## src/common/rnPkg.sv

```systemverilog
//~~~~~~~~~~~~~~~~~~~~~~~~~~~~~~~~~~~~~~~~~~~~~~~~~~~~~~~~~~~~~~~~~~~~~~~~~~
// rnPkg: widths, depths, flat vector sizes and the data word type
// shared by the register renaming store
//~~~~~~~~~~~~~~~~~~~~~~~~~~~~~~~~~~~~~~~~~~~~~~~~~~~~~~~~~~~~~~~~~~~~~~~~~~

`default_nettype none

package rnPkg;

	// architectural register file
	localparam int ARCHREGS = 32;
	localparam int ARCHBIT = 5;

	// physical slots owned by each architectural register
	localparam int RNDEPTH = 4;
	localparam int RNBIT = 2;

	// data path width
	localparam int XLEN = 64;

	// flat pointer vectors, one RNBIT field per register
	localparam int ACTWIDTH = ARCHREGS * RNBIT;

	// flat per-slot flag vectors, one RNDEPTH group per register
	localparam int OCCWIDTH = ARCHREGS * RNDEPTH;

	// slot 0 of every group set, the state after reset
	localparam logic [OCCWIDTH-1:0] SLOT0MASK = {ARCHREGS{{(RNDEPTH - 1){1'b0}}, 1'b1}};

	typedef logic [XLEN-1:0] dataT;

endpackage

`default_nettype wire

```

## src/phyRegister/commitStage.sv

```systemverilog
//~~~~~~~~~~~~~~~~~~~~~~~~~~~~~~~~~~~~~~~~~~~~~~~~~~~~~~~~~~~~~~~~~~~~~~~~~~
// commitStage: architectural pointers and the slot free strobe
//~~~~~~~~~~~~~~~~~~~~~~~~~~~~~~~~~~~~~~~~~~~~~~~~~~~~~~~~~~~~~~~~~~~~~~~~~~

`timescale 1ns/1ps
`default_nettype none

module commitStage
	import rnPkg::*;
(
	input  logic               CLK,
	input  logic               rstN,

	input  logic               commitVld,
	input  logic [ARCHBIT-1:0] commitRd,
	input  logic [RNBIT-1:0]   commitTag,

	output logic               freeVld,
	output logic [ARCHBIT-1:0] freeRd,
	output logic [RNBIT-1:0]   freeTag
);

	// committed slot of every register
	logic [ACTWIDTH-1:0] archQ;

	logic [RNBIT-1:0]    oldTag;
	logic                commitGo;

	// slot being superseded by this commit
	assign oldTag = archQ[commitRd * RNBIT +: RNBIT];

	// x0 has no renamed state to retire
	assign commitGo = commitVld && (commitRd != '0);

	// recommitting the current slot must not release it
	assign freeVld = commitGo && (commitTag != oldTag);
	assign freeRd = commitRd;
	assign freeTag = oldTag;

	always_ff @(posedge CLK or negedge rstN) begin
		if (!rstN) begin
			archQ <= '0;
		end else if (commitGo) begin
			archQ[commitRd * RNBIT +: RNBIT] <= commitTag;
		end
	end

endmodule

`default_nettype wire

```

## config.mk

```make
export PLATFORM = sky130hd
export DESIGN_NAME = commitStage
export DESIGN_NICKNAME = d
export VERILOG_FILES = /design/src/common/rnPkg.sv /design/src/phyRegister/commitStage.sv
export SDC_FILE = /design/constraint.sdc
export NUM_CORES = 1
export LEC_CHECK = 0
export BUFFER_PORTS_ARGS = -buffer_cell sky130_fd_sc_hd__buf_2
export CAP_MARGIN = 20
export CORE_MARGIN = 1.5
export CORE_UTILIZATION = 39
export CTS_BUF_LIST = sky130_fd_sc_hd__clkbuf_8
export DETAILED_ROUTE_END_ITERATION = 10
export GPL_ROUTABILITY_DRIVEN = 1
export PLACE_DENSITY_LB_ADDON = 0.08
export SETUP_SLACK_MARGIN = 0.02
export SLEW_MARGIN = 10
export SYNTH_ARGS = -nofsm -noshare
export SYNTH_HDL_FRONTEND = slang
export SYNTH_SLANG_ARGS = --single-unit
```

## constraint.sdc

```tcl
create_clock -name CLK -period 2 [get_ports CLK]
set_input_delay 0.1 -clock CLK [delete_from_list [all_inputs] [get_ports CLK]]
set_output_delay 0.1 -clock CLK [all_outputs]
set_load 0.05 [all_outputs]
```

==> flow_summary_export.csv <==
group,metric,value,unit
critical_path,worstPathBufferInverterCount,1,
yosys,flip_flop_and_latch_count_after_synthesis,64,
timing,hold_violations,0,
yosys,ys_warn_count,0,
cts,cts_made_buffers,9,
pwr,vdd_ir_drop_max,0.374,mV
place,placed_area,4260,sq um
timing,timing.final.max_slew_violations,0,
critical_path,kind_of_cell_adding_the_most_delay_to_the_critical_path,"compound AO/OA/AOI/OAI gates",
global_route,grt-ovfl-total,0,
global_route,grt_first_pass_wirelength,15600,um
yosys,synth_ff_type,"sky130_fd_sc_hd__dfrtp_1",
critical_path,worst_setup_path_category,"reg2out",
flow_run,cap_violations,0,
timing,rsz_0062_raised_after_global_routing,"yes",
critical_path,worst_path_largest_cell_delay,0.43,ns
yosys,synth-seq-area-share,44.1,%
critical_path,worst_ep_arrival_time,2.05,ns
run_status,result_of_the_run,"complete, but fails checks",
cts,cts-root-to-sink-buffers,2,
critical_path,startpoint,"archQ[56]$_DFFE_PN0P_",
finish,postLayoutCoreUtil,50.3,%
cts,root_buffer,"sky130_fd_sc_hd__clkbuf_8",
finish,commonest_cells_after_routing_fill_and_taps_aside,"64 x sky130_fd_sc_hd__dfrtp_1, 39 x sky130_fd_sc_hd__mux2_2, 39 x sky130_fd_sc_hd__buf_4",
timing,max_slew_margin,40.8,%
yosys,synth_edf_count,0,
pwr,total_leakage_power,2.19,nW
finish,syn_to_final_growth,26.4,%
critical_path,crit_path_max_fanout,3,
cts,clock_sink_count,64,
place,place_inst,475,
pwr,pwr_total,3.14,mW
critical_path,timing.critical_path.required,1.90,ns
drt,routedWlPerCell,19.9,um
global_route,antenna_found_initial,0,
place,hpwl,7600,um
place,io_buffers,17,
floorplanning,die_h,99.5,um
pwr,power_per_cell_area,685,nW/um^2
drt,detail-route-antenna-nets,0,
drt,detail_route.first_pass.iterations,4,
pwr,sequentialPowerShare,44.3,%
pwr,power.clock.fraction,36.4,%
critical_path,r2r-start,"archQ[56]$_DFFE_PN0P_",
critical_path,cpMaxStageDelayCell,"sky130_fd_sc_hd__dfrtp_1",
floorplanning,initial_utilization,39.8,%
place,gp_congestion,0.898,
finish,final-instance-count-excl-fill,492,
run_status,failed_checks,"setup timing",
pwr,internal_power,2.23,mW
drt,initialDrtViolationCount,78,
critical_path,cp-end-kind,"output pin",
cts,worstSkewPairLatency,0.35,ns
critical_path,ff_to_ff_setup_slack,1.17,ns
drt,vias,2618,
drt,viasPerCell,5.32,
yosys,yosys_cell_types,43,
finish,design_area,4590,sq um
yosys,synthesized_cell_area,3630,sq um
floorplanning,die_area,9890,sq um
floorplanning,floorplan.rows,35,
yosys,synthesis.nets,333,
drt,drc,0,
timing,finalCritPeriodShare,107,%
global_route,aggregate_global_route_resource_usage,21.5,%
finish,largest_register_ffs,64,
finish,layout_cell_share_with_drive_strength_beyond_1,41.5,%
cts,postCtsSetupRepairBufs,0,
cts,htree_num_levels,3,
timing,final.setup_skew,0,ns
floorplanning,die_wd,99.5,um
yosys,syn_inst,318,
pwr,comb_power_share,19.3,%
floorplanning,coreArea,9110,sq um
yosys,synth_async_sr_flop_share,100,%
cts,tritoncts,"done",
yosys,synth.avg_cell_area,11.4,sq um
drt,routed_wirelength,9820,um
timing,whs,0.235,ns
timing,max_slew.worst_pin.slew,0.883,ns
critical_path,crit_path_cell_trace,"mux2i_1, a22oi_1, o21ai_1, o31ai_2, or4_1, o2111ai_2, buf_6",
timing,final_critical_path_setup_slack,-0.149,ns
critical_path,endpoint_of_the_most_critical_register_to_register_path,"archQ[56]$_DFFE_PN0P_",
cts,clk_transition_reported_paths,0.08,ns
pwr,total_switching_power,913,uW
finish,num-nets-final,391,
pwr,netSwitchingFraction,29.1,%
critical_path,r2r_cells,1,
timing,final.min_clock_period,2.15,ns
finish,top_register,"archQ",
timing,number_of_failing_setup_endpoints_in_the_final_timing_report,1,
critical_path,critPathLaunchType,"flop",
timing,maxClockFrequency,0.465,GHz
global_route,largest_net_degree_at_the_start_of_global_routing,46,
floorplanning,pin_count,18,
hold_path,hold_class,"in2async",
global_route,grt_pass1_vias,2749,
finish,number_of_diodes,0,
finish,top_regs,"archQ x64",
finish,layout_commonest_cell,"sky130_fd_sc_hd__dfrtp_1",
[Yosys cell counts (2+ instances only)]
cell type / count / area [sq um]
sky130_fd_sc_hd__mux2_2: 40 / 450
sky130_fd_sc_hd__dfrtp_1: 64 / 1600
sky130_fd_sc_hd__inv_1: 6 / 22.5
sky130_fd_sc_hd__nand4b_1: 2 / 17.5
sky130_fd_sc_hd__mux2i_1: 27 / 270
sky130_fd_sc_hd__buf_6: 3 / 33.8
sky130_fd_sc_hd__buf_4: 9 / 67.6
sky130_fd_sc_hd__a22oi_1: 13 / 97.6
sky130_fd_sc_hd__ha_1: 5 / 62.6
sky130_fd_sc_hd__nand2_1: 23 / 86.3
sky130_fd_sc_hd__mux2_1: 24 / 270
sky130_fd_sc_hd__o21ai_0: 6 / 30.0
sky130_fd_sc_hd__nor3_1: 5 / 25.0
sky130_fd_sc_hd__clkbuf_1: 5 / 18.8
sky130_fd_sc_hd__a211oi_1: 2 / 15.0
sky130_fd_sc_hd__o31ai_1: 4 / 30.0
sky130_fd_sc_hd__nor2b_1: 8 / 50.1
sky130_fd_sc_hd__nand3_1: 13 / 65.1
sky130_fd_sc_hd__nor2_1: 24 / 90.1
sky130_fd_sc_hd__and4bb_1: 2 / 25.0
sky130_fd_sc_hd__and3_1: 2 / 12.5
sky130_fd_sc_hd__nand2b_1: 8 / 50.1
sky130_fd_sc_hd__or2_2: 3 / 18.8
[per-layer routing]
metal,global-route usage (%),share of wire (%),routed length (um),up-vias
met4,8.67,2.3,226,0
met2,35.4,48,4720,34
met3,3.58,2.6,251,16
li1,-,-,-,1257
met5,0,0,0,-
met1,28.3,47,4610,1311
[cell type report]
type,count,area [sq um]
clock buffer,10,138
clock inverter,6,61.3
fill,831,4520
inverter,6,35.0
multi-input combinational,230,2050
sequential,64,1600
tap,111,139
timing repair buffer,65,562
[worst max path at each step]
stage | end | slack, ns | cells after the start
finish | freeVld | -0.15 | 7
global route | freeVld | -0.24 | 7
CTS | freeVld | -0.20 | 7
detailed placement | freeVld | -0.26 | 9
global placement | freeVld | -0.27 | 7
floorplan | freeVld | -0.08 | 7
[power by group through the flow]
| stage | registers, mW | logic [mW] | clock network (mW) |
|---|---|---|---|
| floorplan | 1.40 | 0.346 | 0 |
| global placement | 1.41 | 0.565 | 0 |
| detailed placement | 1.41 | 0.566 | 0 |
| CTS | 1.39 | 0.597 | 1.18 |
| global route | 1.40 | 0.649 | 1.22 |
| finish | 1.39 | 0.607 | 1.14 |
[cells by family (layout without fill, tap and decap cells)]
| logic type | Yosys count | count (layout) | share of synthesized area, % |
|---|---|---|---|
| AOI/OAI and AO/OA | 33 | 33 | 7.55 |
| xor gates and xnor gates | 1 | 1 | 0.241 |
| DFF | 64 | 64 | 44.1 |
| buffers and inverters | 24 | 87 | 4.07 |
| muxes | 91 | 91 | 27.3 |
| adders and majority gates | 5 | 5 | 1.72 |
| and+or+nand+nor | 100 | 100 | 15.0 |
[repair_timing]
item / CTS / global route
hold buffers: 1 / 0
gates resized for setup: 18 / 11
endpoints found under the hold margin: 19 / 0
setup endpoints to repair: 3 / 3
pin swaps: 7 / 6
[metrics by stage]
step           TNS [ns]  worst slack, ns
2_1_floorplan    -0.704          -0.0785
3_3_place_gp      -5.54           -0.270
3_5_place_dp      -7.13           -0.256
4_1_cts          -0.222           -0.196
5_1_grt          -0.286           -0.240
6_report         -0.149           -0.149
Power figures use the tool's default switching activity.
