$ cat src/common/rnPkg.sv
//~~~~~~~~~~~~~~~~~~~~~~~~~~~~~~~~~~~~~~~~~~~~~~~~~~~~~~~~~~~~~~~~~~~~~~~~~~
// rnPkg: widths, depths, flat vector sizes and the data word type
// shared by the register renaming store
//~~~~~~~~~~~~~~~~~~~~~~~~~~~~~~~~~~~~~~~~~~~~~~~~~~~~~~~~~~~~~~~~~~~~~~~~~~

`default_nettype none

package rnPkg;

	// architectural register file
	localparam int ARCHREGS = 32;
	localparam int ARCHBIT = 5;

	// physical slots owned by each architectural register
	localparam int RNDEPTH = 4;
	localparam int RNBIT = 2;

	// data path width
	localparam int XLEN = 64;

	// flat pointer vectors, one RNBIT field per register
	localparam int ACTWIDTH = ARCHREGS * RNBIT;

	// flat per-slot flag vectors, one RNDEPTH group per register
	localparam int OCCWIDTH = ARCHREGS * RNDEPTH;

	// slot 0 of every group set, the state after reset
	localparam logic [OCCWIDTH-1:0] SLOT0MASK = {ARCHREGS{{(RNDEPTH - 1){1'b0}}, 1'b1}};

	typedef logic [XLEN-1:0] dataT;

endpackage

`default_nettype wire

$ cat src/phyRegister/renameStage.sv
//~~~~~~~~~~~~~~~~~~~~~~~~~~~~~~~~~~~~~~~~~~~~~~~~~~~~~~~~~~~~~~~~~~~~~~~~~~
// renameStage: slot occupancy, active pointers, lowest free slot choice
// and rename stall
//~~~~~~~~~~~~~~~~~~~~~~~~~~~~~~~~~~~~~~~~~~~~~~~~~~~~~~~~~~~~~~~~~~~~~~~~~~

`timescale 1ns/1ps
`default_nettype none

module renameStage
	import rnPkg::*;
(
	input  logic                CLK,
	input  logic                rstN,

	input  logic                renameVld,
	input  logic [ARCHBIT-1:0]  renameRd,
	output logic [RNBIT-1:0]    renameTag,
	output logic                renameStall,

	input  logic                freeVld,
	input  logic [ARCHBIT-1:0]  freeRd,
	input  logic [RNBIT-1:0]    freeTag,

	output logic [ACTWIDTH-1:0] rnActQout
);

	// one bit per physical slot, set while the slot is in use
	logic [OCCWIDTH-1:0] occQ;
	// speculative pointer of every register
	logic [ACTWIDTH-1:0] actQ;

	logic [RNDEPTH-1:0]  grpOcc;
	logic [RNBIT-1:0]    lowFree;
	logic                grpFull;
	logic                isX0;
	logic                grant;
	logic [OCCWIDTH-1:0] setSel;
	logic [OCCWIDTH-1:0] clrSel;

	assign grpOcc = occQ[renameRd * RNDEPTH +: RNDEPTH];

	// priority encode, lowest clear bit wins
	always_comb begin
		lowFree = '0;
		for (int i = RNDEPTH - 1; i >= 0; i--) begin
			if (!grpOcc[i]) begin
				lowFree = RNBIT'(i);
			end
		end
	end

	assign grpFull = &grpOcc;
	assign isX0 = (renameRd == '0);

	// x0 is never renamed, so it can neither stall nor be granted
	assign renameStall = renameVld && !isX0 && grpFull;
	assign grant = renameVld && !isX0 && !grpFull;
	assign renameTag = isX0 ? '0 : lowFree;

	// one-hot slot selects for allocate and release
	always_comb begin
		setSel = '0;
		clrSel = '0;
		if (grant) begin
			setSel[renameRd * RNDEPTH + lowFree] = 1'b1;
		end
		if (freeVld) begin
			clrSel[freeRd * RNDEPTH + freeTag] = 1'b1;
		end
	end

	// a slot freed at this edge was still seen as occupied by the encoder,
	// so set and clear never hit the same bit
	always_ff @(posedge CLK or negedge rstN) begin
		if (!rstN) begin
			occQ <= SLOT0MASK;
		end else begin
			occQ <= (occQ & ~clrSel) | setSel;
		end
	end

	always_ff @(posedge CLK or negedge rstN) begin
		if (!rstN) begin
			actQ <= '0;
		end else if (grant) begin
			actQ[renameRd * RNBIT +: RNBIT] <= lowFree;
		end
	end

	assign rnActQout = actQ;

endmodule

`default_nettype wire

$ cat config.mk
export PLATFORM = sky130hd
export DESIGN_NAME = renameStage
export DESIGN_NICKNAME = d
export VERILOG_FILES = /design/src/common/rnPkg.sv /design/src/phyRegister/renameStage.sv
export SDC_FILE = /design/constraint.sdc
export NUM_CORES = 1
export LEC_CHECK = 0
export BUFFER_PORTS_ARGS = -buffer_cell sky130_fd_sc_hd__buf_4
export CELL_PAD_IN_SITES_DETAIL_PLACEMENT = 1
export CELL_PAD_IN_SITES_GLOBAL_PLACEMENT = 2
export CORE_MARGIN = 2
export CORE_UTILIZATION = 25
export DETAILED_ROUTE_END_ITERATION = 16
export GPL_ROUTABILITY_DRIVEN = 0
export PLACE_DENSITY_LB_ADDON = 0.1
export SYNTH_ARGS = -nofsm -noshare
export SYNTH_HDL_FRONTEND = slang
export SYNTH_SLANG_ARGS = --single-unit
$ cat constraint.sdc
create_clock -name CLK -period 2.75 [get_ports CLK]
set_input_delay 0.4125 -clock CLK [delete_from_list [all_inputs] [get_ports CLK]]
set_output_delay 0.4125 -clock CLK [all_outputs]
set_load 0.005 [all_outputs]
==> impl_metrics.py <==
metrics = {
    "placement": {
        "total_instance_count_after_detailed_placement": 1492,
        "place.port_buffers": 82,
        "placed_cell_area_mm2": 0.0119,
        "place_worst_setup_slack_ps": -681,
        "hpwl_mm": 26.2,
    },
    "global_route": {
        "grt_usage_pct": 20.3,
        "global_route.overflow_total": 0,
        "antenna_found_initial": 3,
        "grt_pass1_vias": 9143,
        "grt_pass1_wl_mm": 61.5,
        "pin_count_of_the_biggest_net_entering_global_routing": 63,
    },
    "synthesis": {
        "synthTopCellsByArea": "sky130_fd_sc_hd__dfrtp_1 41%, sky130_fd_sc_hd__o21ai_0 8.6%, sky130_fd_sc_hd__dfstp_2 8.6%",
        "ys_ff_latch": 192,
        "synth-edff-count": 0,
        "synth_flop_cell": "sky130_fd_sc_hd__dfrtp_1",
        "synth.yosys.warnings": 0,
        "syn_inst": 833,
        "asyncSetResetFlopFracSynth_pct": 100,
        "synth-seq-area-share_pct": 49.5,
        "synth_area_per_cell_um2": 11.8,
        "netlist.area_leader.share_pct": 40.9,
        "yosysUniqueCellTypes": 57,
        "synth_top_area_cell": "sky130_fd_sc_hd__dfrtp_1",
        "syn-cell-area_mm2": 0.00980,
        "synth_nets": 851,
    },
    "timing": {
        "finalMaxSlewViolations": 0,
        "achievable-frequency_ghz": 0.320,
        "skew_ps": 15.6,
        "post-route-worst-setup-slack_ps": -371,
        "timing.final.hold_violations": 0,
        "final.period_utilization_pct": 114,
        "max_slew_margin_pct": 41.7,
        "finish_stage_setup_viols": 138,
        "finalCriticalPeriod_ps": 3120,
        "tightestPinTransition_ps": 872,
        "unrepaired_setup_endpoints_after_global_routing": "yes",
    },
    "setup_path": {
        "endpoint_kind": "output pin",
        "critical_path_arrival_ps": 2710,
        "critPathMaxStageDelay_ps": 560,
        "cp_cell_sequence": "mux4_2 > mux4_2 > mux2i_4 > nor2_4 > buf_12 > nor3_4 > buf_4",
        "cp_top_family": "multiplexers",
        "ff2ff_path_depth": 8,
        "regToRegStartpoint": "occQ[58]",
        "r2r_slack_ps": -260,
        "critPathMostFrequentCell": "sky130_fd_sc_hd__mux4_2",
        "critical_path_class": "reg2out",
        "worst_ep_required_time_ps": 2340,
        "crit_fanout": 7,
        "crit-reg2reg-capture": "rnActQout[31]",
        "timing.critical_path.slowest_stage_cell": "sky130_fd_sc_hd__mux4_2",
        "cp_num_buf_inv": 2,
        "crit_path_start_kind": "register",
    },
    "drt": {
        "postRouteAntennaNets": 0,
        "post-route-drc-count": 0,
        "vias_per_cell": 5.18,
        "drt-pass1-iter-count": 5,
        "wl_per_cell_um": 26.0,
        "first_iter_violations": 403,
        "route.final.wire_length_mm": 41.2,
        "detailroute.via_count": 8185,
    },
    "floorplanning": {
        "i_o_pin_count": 83,
        "initial_core_utilization_pct": 25.3,
        "fp.coreArea_mm2": 0.0386,
        "die_y_um": 202,
        "core.rowCount": 72,
        "fp.dieW_um": 202,
        "die_footprint_mm2": 0.0408,
    },
    "cts": {
        "cts_buffer_depth": 2,
        "tritoncts": "yes",
        "htree_levels": 4,
        "clock-sinks": 192,
        "cts_inserted_buffers": 17,
        "clk_pin_slew_ps": 70,
        "worstSkewPairLatency_ps": 460,
        "cts-root-buf": "sky130_fd_sc_hd__clkbuf_16",
    },
    "final_layout": {
        "most_common_cell_after_layout_fill_and_taps_aside": "sky130_fd_sc_hd__buf_4",
        "stdcell_area_mm2": 0.0151,
        "design.final.nets": 1066,
        "stdcell_count": 1581,
        "fraction_of_final_layout_cells_sized_beyond_drive_strength_1_pct": 55.2,
        "syn2layout_area_growth_pct": 53.7,
        "layout.cells.most_common_list": "167 x sky130_fd_sc_hd__buf_4, 160 x sky130_fd_sc_hd__dfrtp_1, 157 x sky130_fd_sc_hd__o21ai_0, 62 x sky130_fd_sc_hd__o31ai_4, 50 x sky130_fd_sc_hd__mux2_4",
    },
    "pwr": {
        "cellPowerDensity_mw_per_mm2": 534,
        "vdd_drop_max_uv": 425,
        "cellLeakagePower_nw": 6.23,
    },
    "outcome": {
        "failed_checks": "setup timing",
        "run_status": "finished, violations left",
    },
    "job": {
        "cap_violations": 0,
    },
    "min_path": {
        "hold_path_startpoint": "freeRd[0]",
        "min_to": "occQ[112]",
        "timing.hold.worst.class": "in2reg",
        "whs_path_depth": 3,
    },
}
flip-flops by register name, indices dropped and copies added, names as in the netlist:
| register | flops |
|---|---|
| occQ | 128 |
| rnActQout | 64 |
synthesized netlist by cell type, types with 3 or more instances:
cell	number
sky130_fd_sc_hd__nand2_1	36
sky130_fd_sc_hd__buf_4	4
sky130_fd_sc_hd__or3_1	8
sky130_fd_sc_hd__nor2b_1	8
sky130_fd_sc_hd__nand3b_1	3
sky130_fd_sc_hd__nand4_1	3
sky130_fd_sc_hd__buf_6	9
sky130_fd_sc_hd__dfrtp_1	160
sky130_fd_sc_hd__mux2_2	45
sky130_fd_sc_hd__a21oi_1	10
sky130_fd_sc_hd__o21ai_0	169
sky130_fd_sc_hd__nand3_1	20
sky130_fd_sc_hd__o41ai_2	6
sky130_fd_sc_hd__or2_2	5
sky130_fd_sc_hd__and3_1	4
sky130_fd_sc_hd__o31ai_1	69
sky130_fd_sc_hd__mux4_2	28
sky130_fd_sc_hd__mux4_1	7
sky130_fd_sc_hd__mux2i_1	7
sky130_fd_sc_hd__clkbuf_1	25
sky130_fd_sc_hd__dfstp_2	32
sky130_fd_sc_hd__a2111oi_4	4
sky130_fd_sc_hd__nor2_1	28
sky130_fd_sc_hd__a211oi_2	4
sky130_fd_sc_hd__inv_1	6
sky130_fd_sc_hd__nor3_1	24
sky130_fd_sc_hd__buf_2	16
sky130_fd_sc_hd__nand2b_1	9
sky130_fd_sc_hd__mux2_1	18
sky130_fd_sc_hd__o21ai_2	30
timing repair:
action | in CTS | in global routing
setup buffers | 38 | 31
setup endpoints to repair | 151 | 156
gates cloned | 13 | 3
hold buffers | 1 | 0
hold endpoints to repair | 39 | 0
pin swaps | 83 | 30
gates resized for setup | 291 | 86
where the power goes:
part,internal [mW],switching [mW],leakage (nW)
clock,1.49,1.20,0.297
sequential,3.21,0.165,2.54
combinational,0.907,1.07,3.39
total,5.60,2.43,6.23
final cells by class:
class                      count  area, um^2
tap                          518         648
antenna                        2        5.00
clock buffer                  20         457
multi-input combinational    578        6260
inverter                       6        22.5
fill                        3996       23600
clock inverter                12         155
timing repair buffer         253        2660
sequential                   192        4840
per-layer routing:
metal / up-vias / routed length [um] / global-route usage (%)
li1: 3605 / - / -
met4: 0 / 524 / 5.17
met1: 4353 / 18500 / 27.0
met2: 197 / 20600 / 34.8
met5: - / 0 / 0
met3: 30 / 1570 / 2.95
per-stage QoR:
stage | total power, mW | hold slack (ps) | utilization (%) | TNS [ps]
finish | 8.04 | 331 | 39.0 | -12950
CTS | 7.92 | 297 | 37.8 | -21420
global route | 8.40 | 339 | 39.0 | -20590
floorplan | 4.16 | 117 | - | -3670
global placement | 4.78 | 373 | 30.9 | -77950
detailed placement | 4.86 | 373 | 30.9 | -90860
how the worst max path moves through the flow:
stage | startpoint | end | slack (ps) | cells after the start
finish | occQ[58] | renameTag[1] | -370 | 7
floorplan | renameRd[1] | rnActQout[46] | -270 | 14
global placement | renameRd[2] | rnActQout[30] | -590 | 7
detailed placement | renameRd[2] | rnActQout[19] | -680 | 7
CTS | occQ[58] | renameTag[0] | -390 | 7
global route | occQ[50] | renameTag[1] | -450 | 7
worst min-delay path, stage by stage:
cell                      delay [ps]
sky130_fd_sc_hd__buf_4           160
sky130_fd_sc_hd__o41ai_1          90
sky130_fd_sc_hd__o21ai_0          80
cells by family after synthesis:
group                      Yosys count  synth area share (%)
muxes                              109                  17.0
xor gates and xnor gates             2                 0.179
DFF                                192                  49.5
buffers and inverters               64                  3.73
adders and majority gates            2                 0.255
and+or+nand+nor                    161                  8.43
AOI/OAI and AO/OA                  303                  20.9
Note: power is estimated with default switching activity, not from simulation.
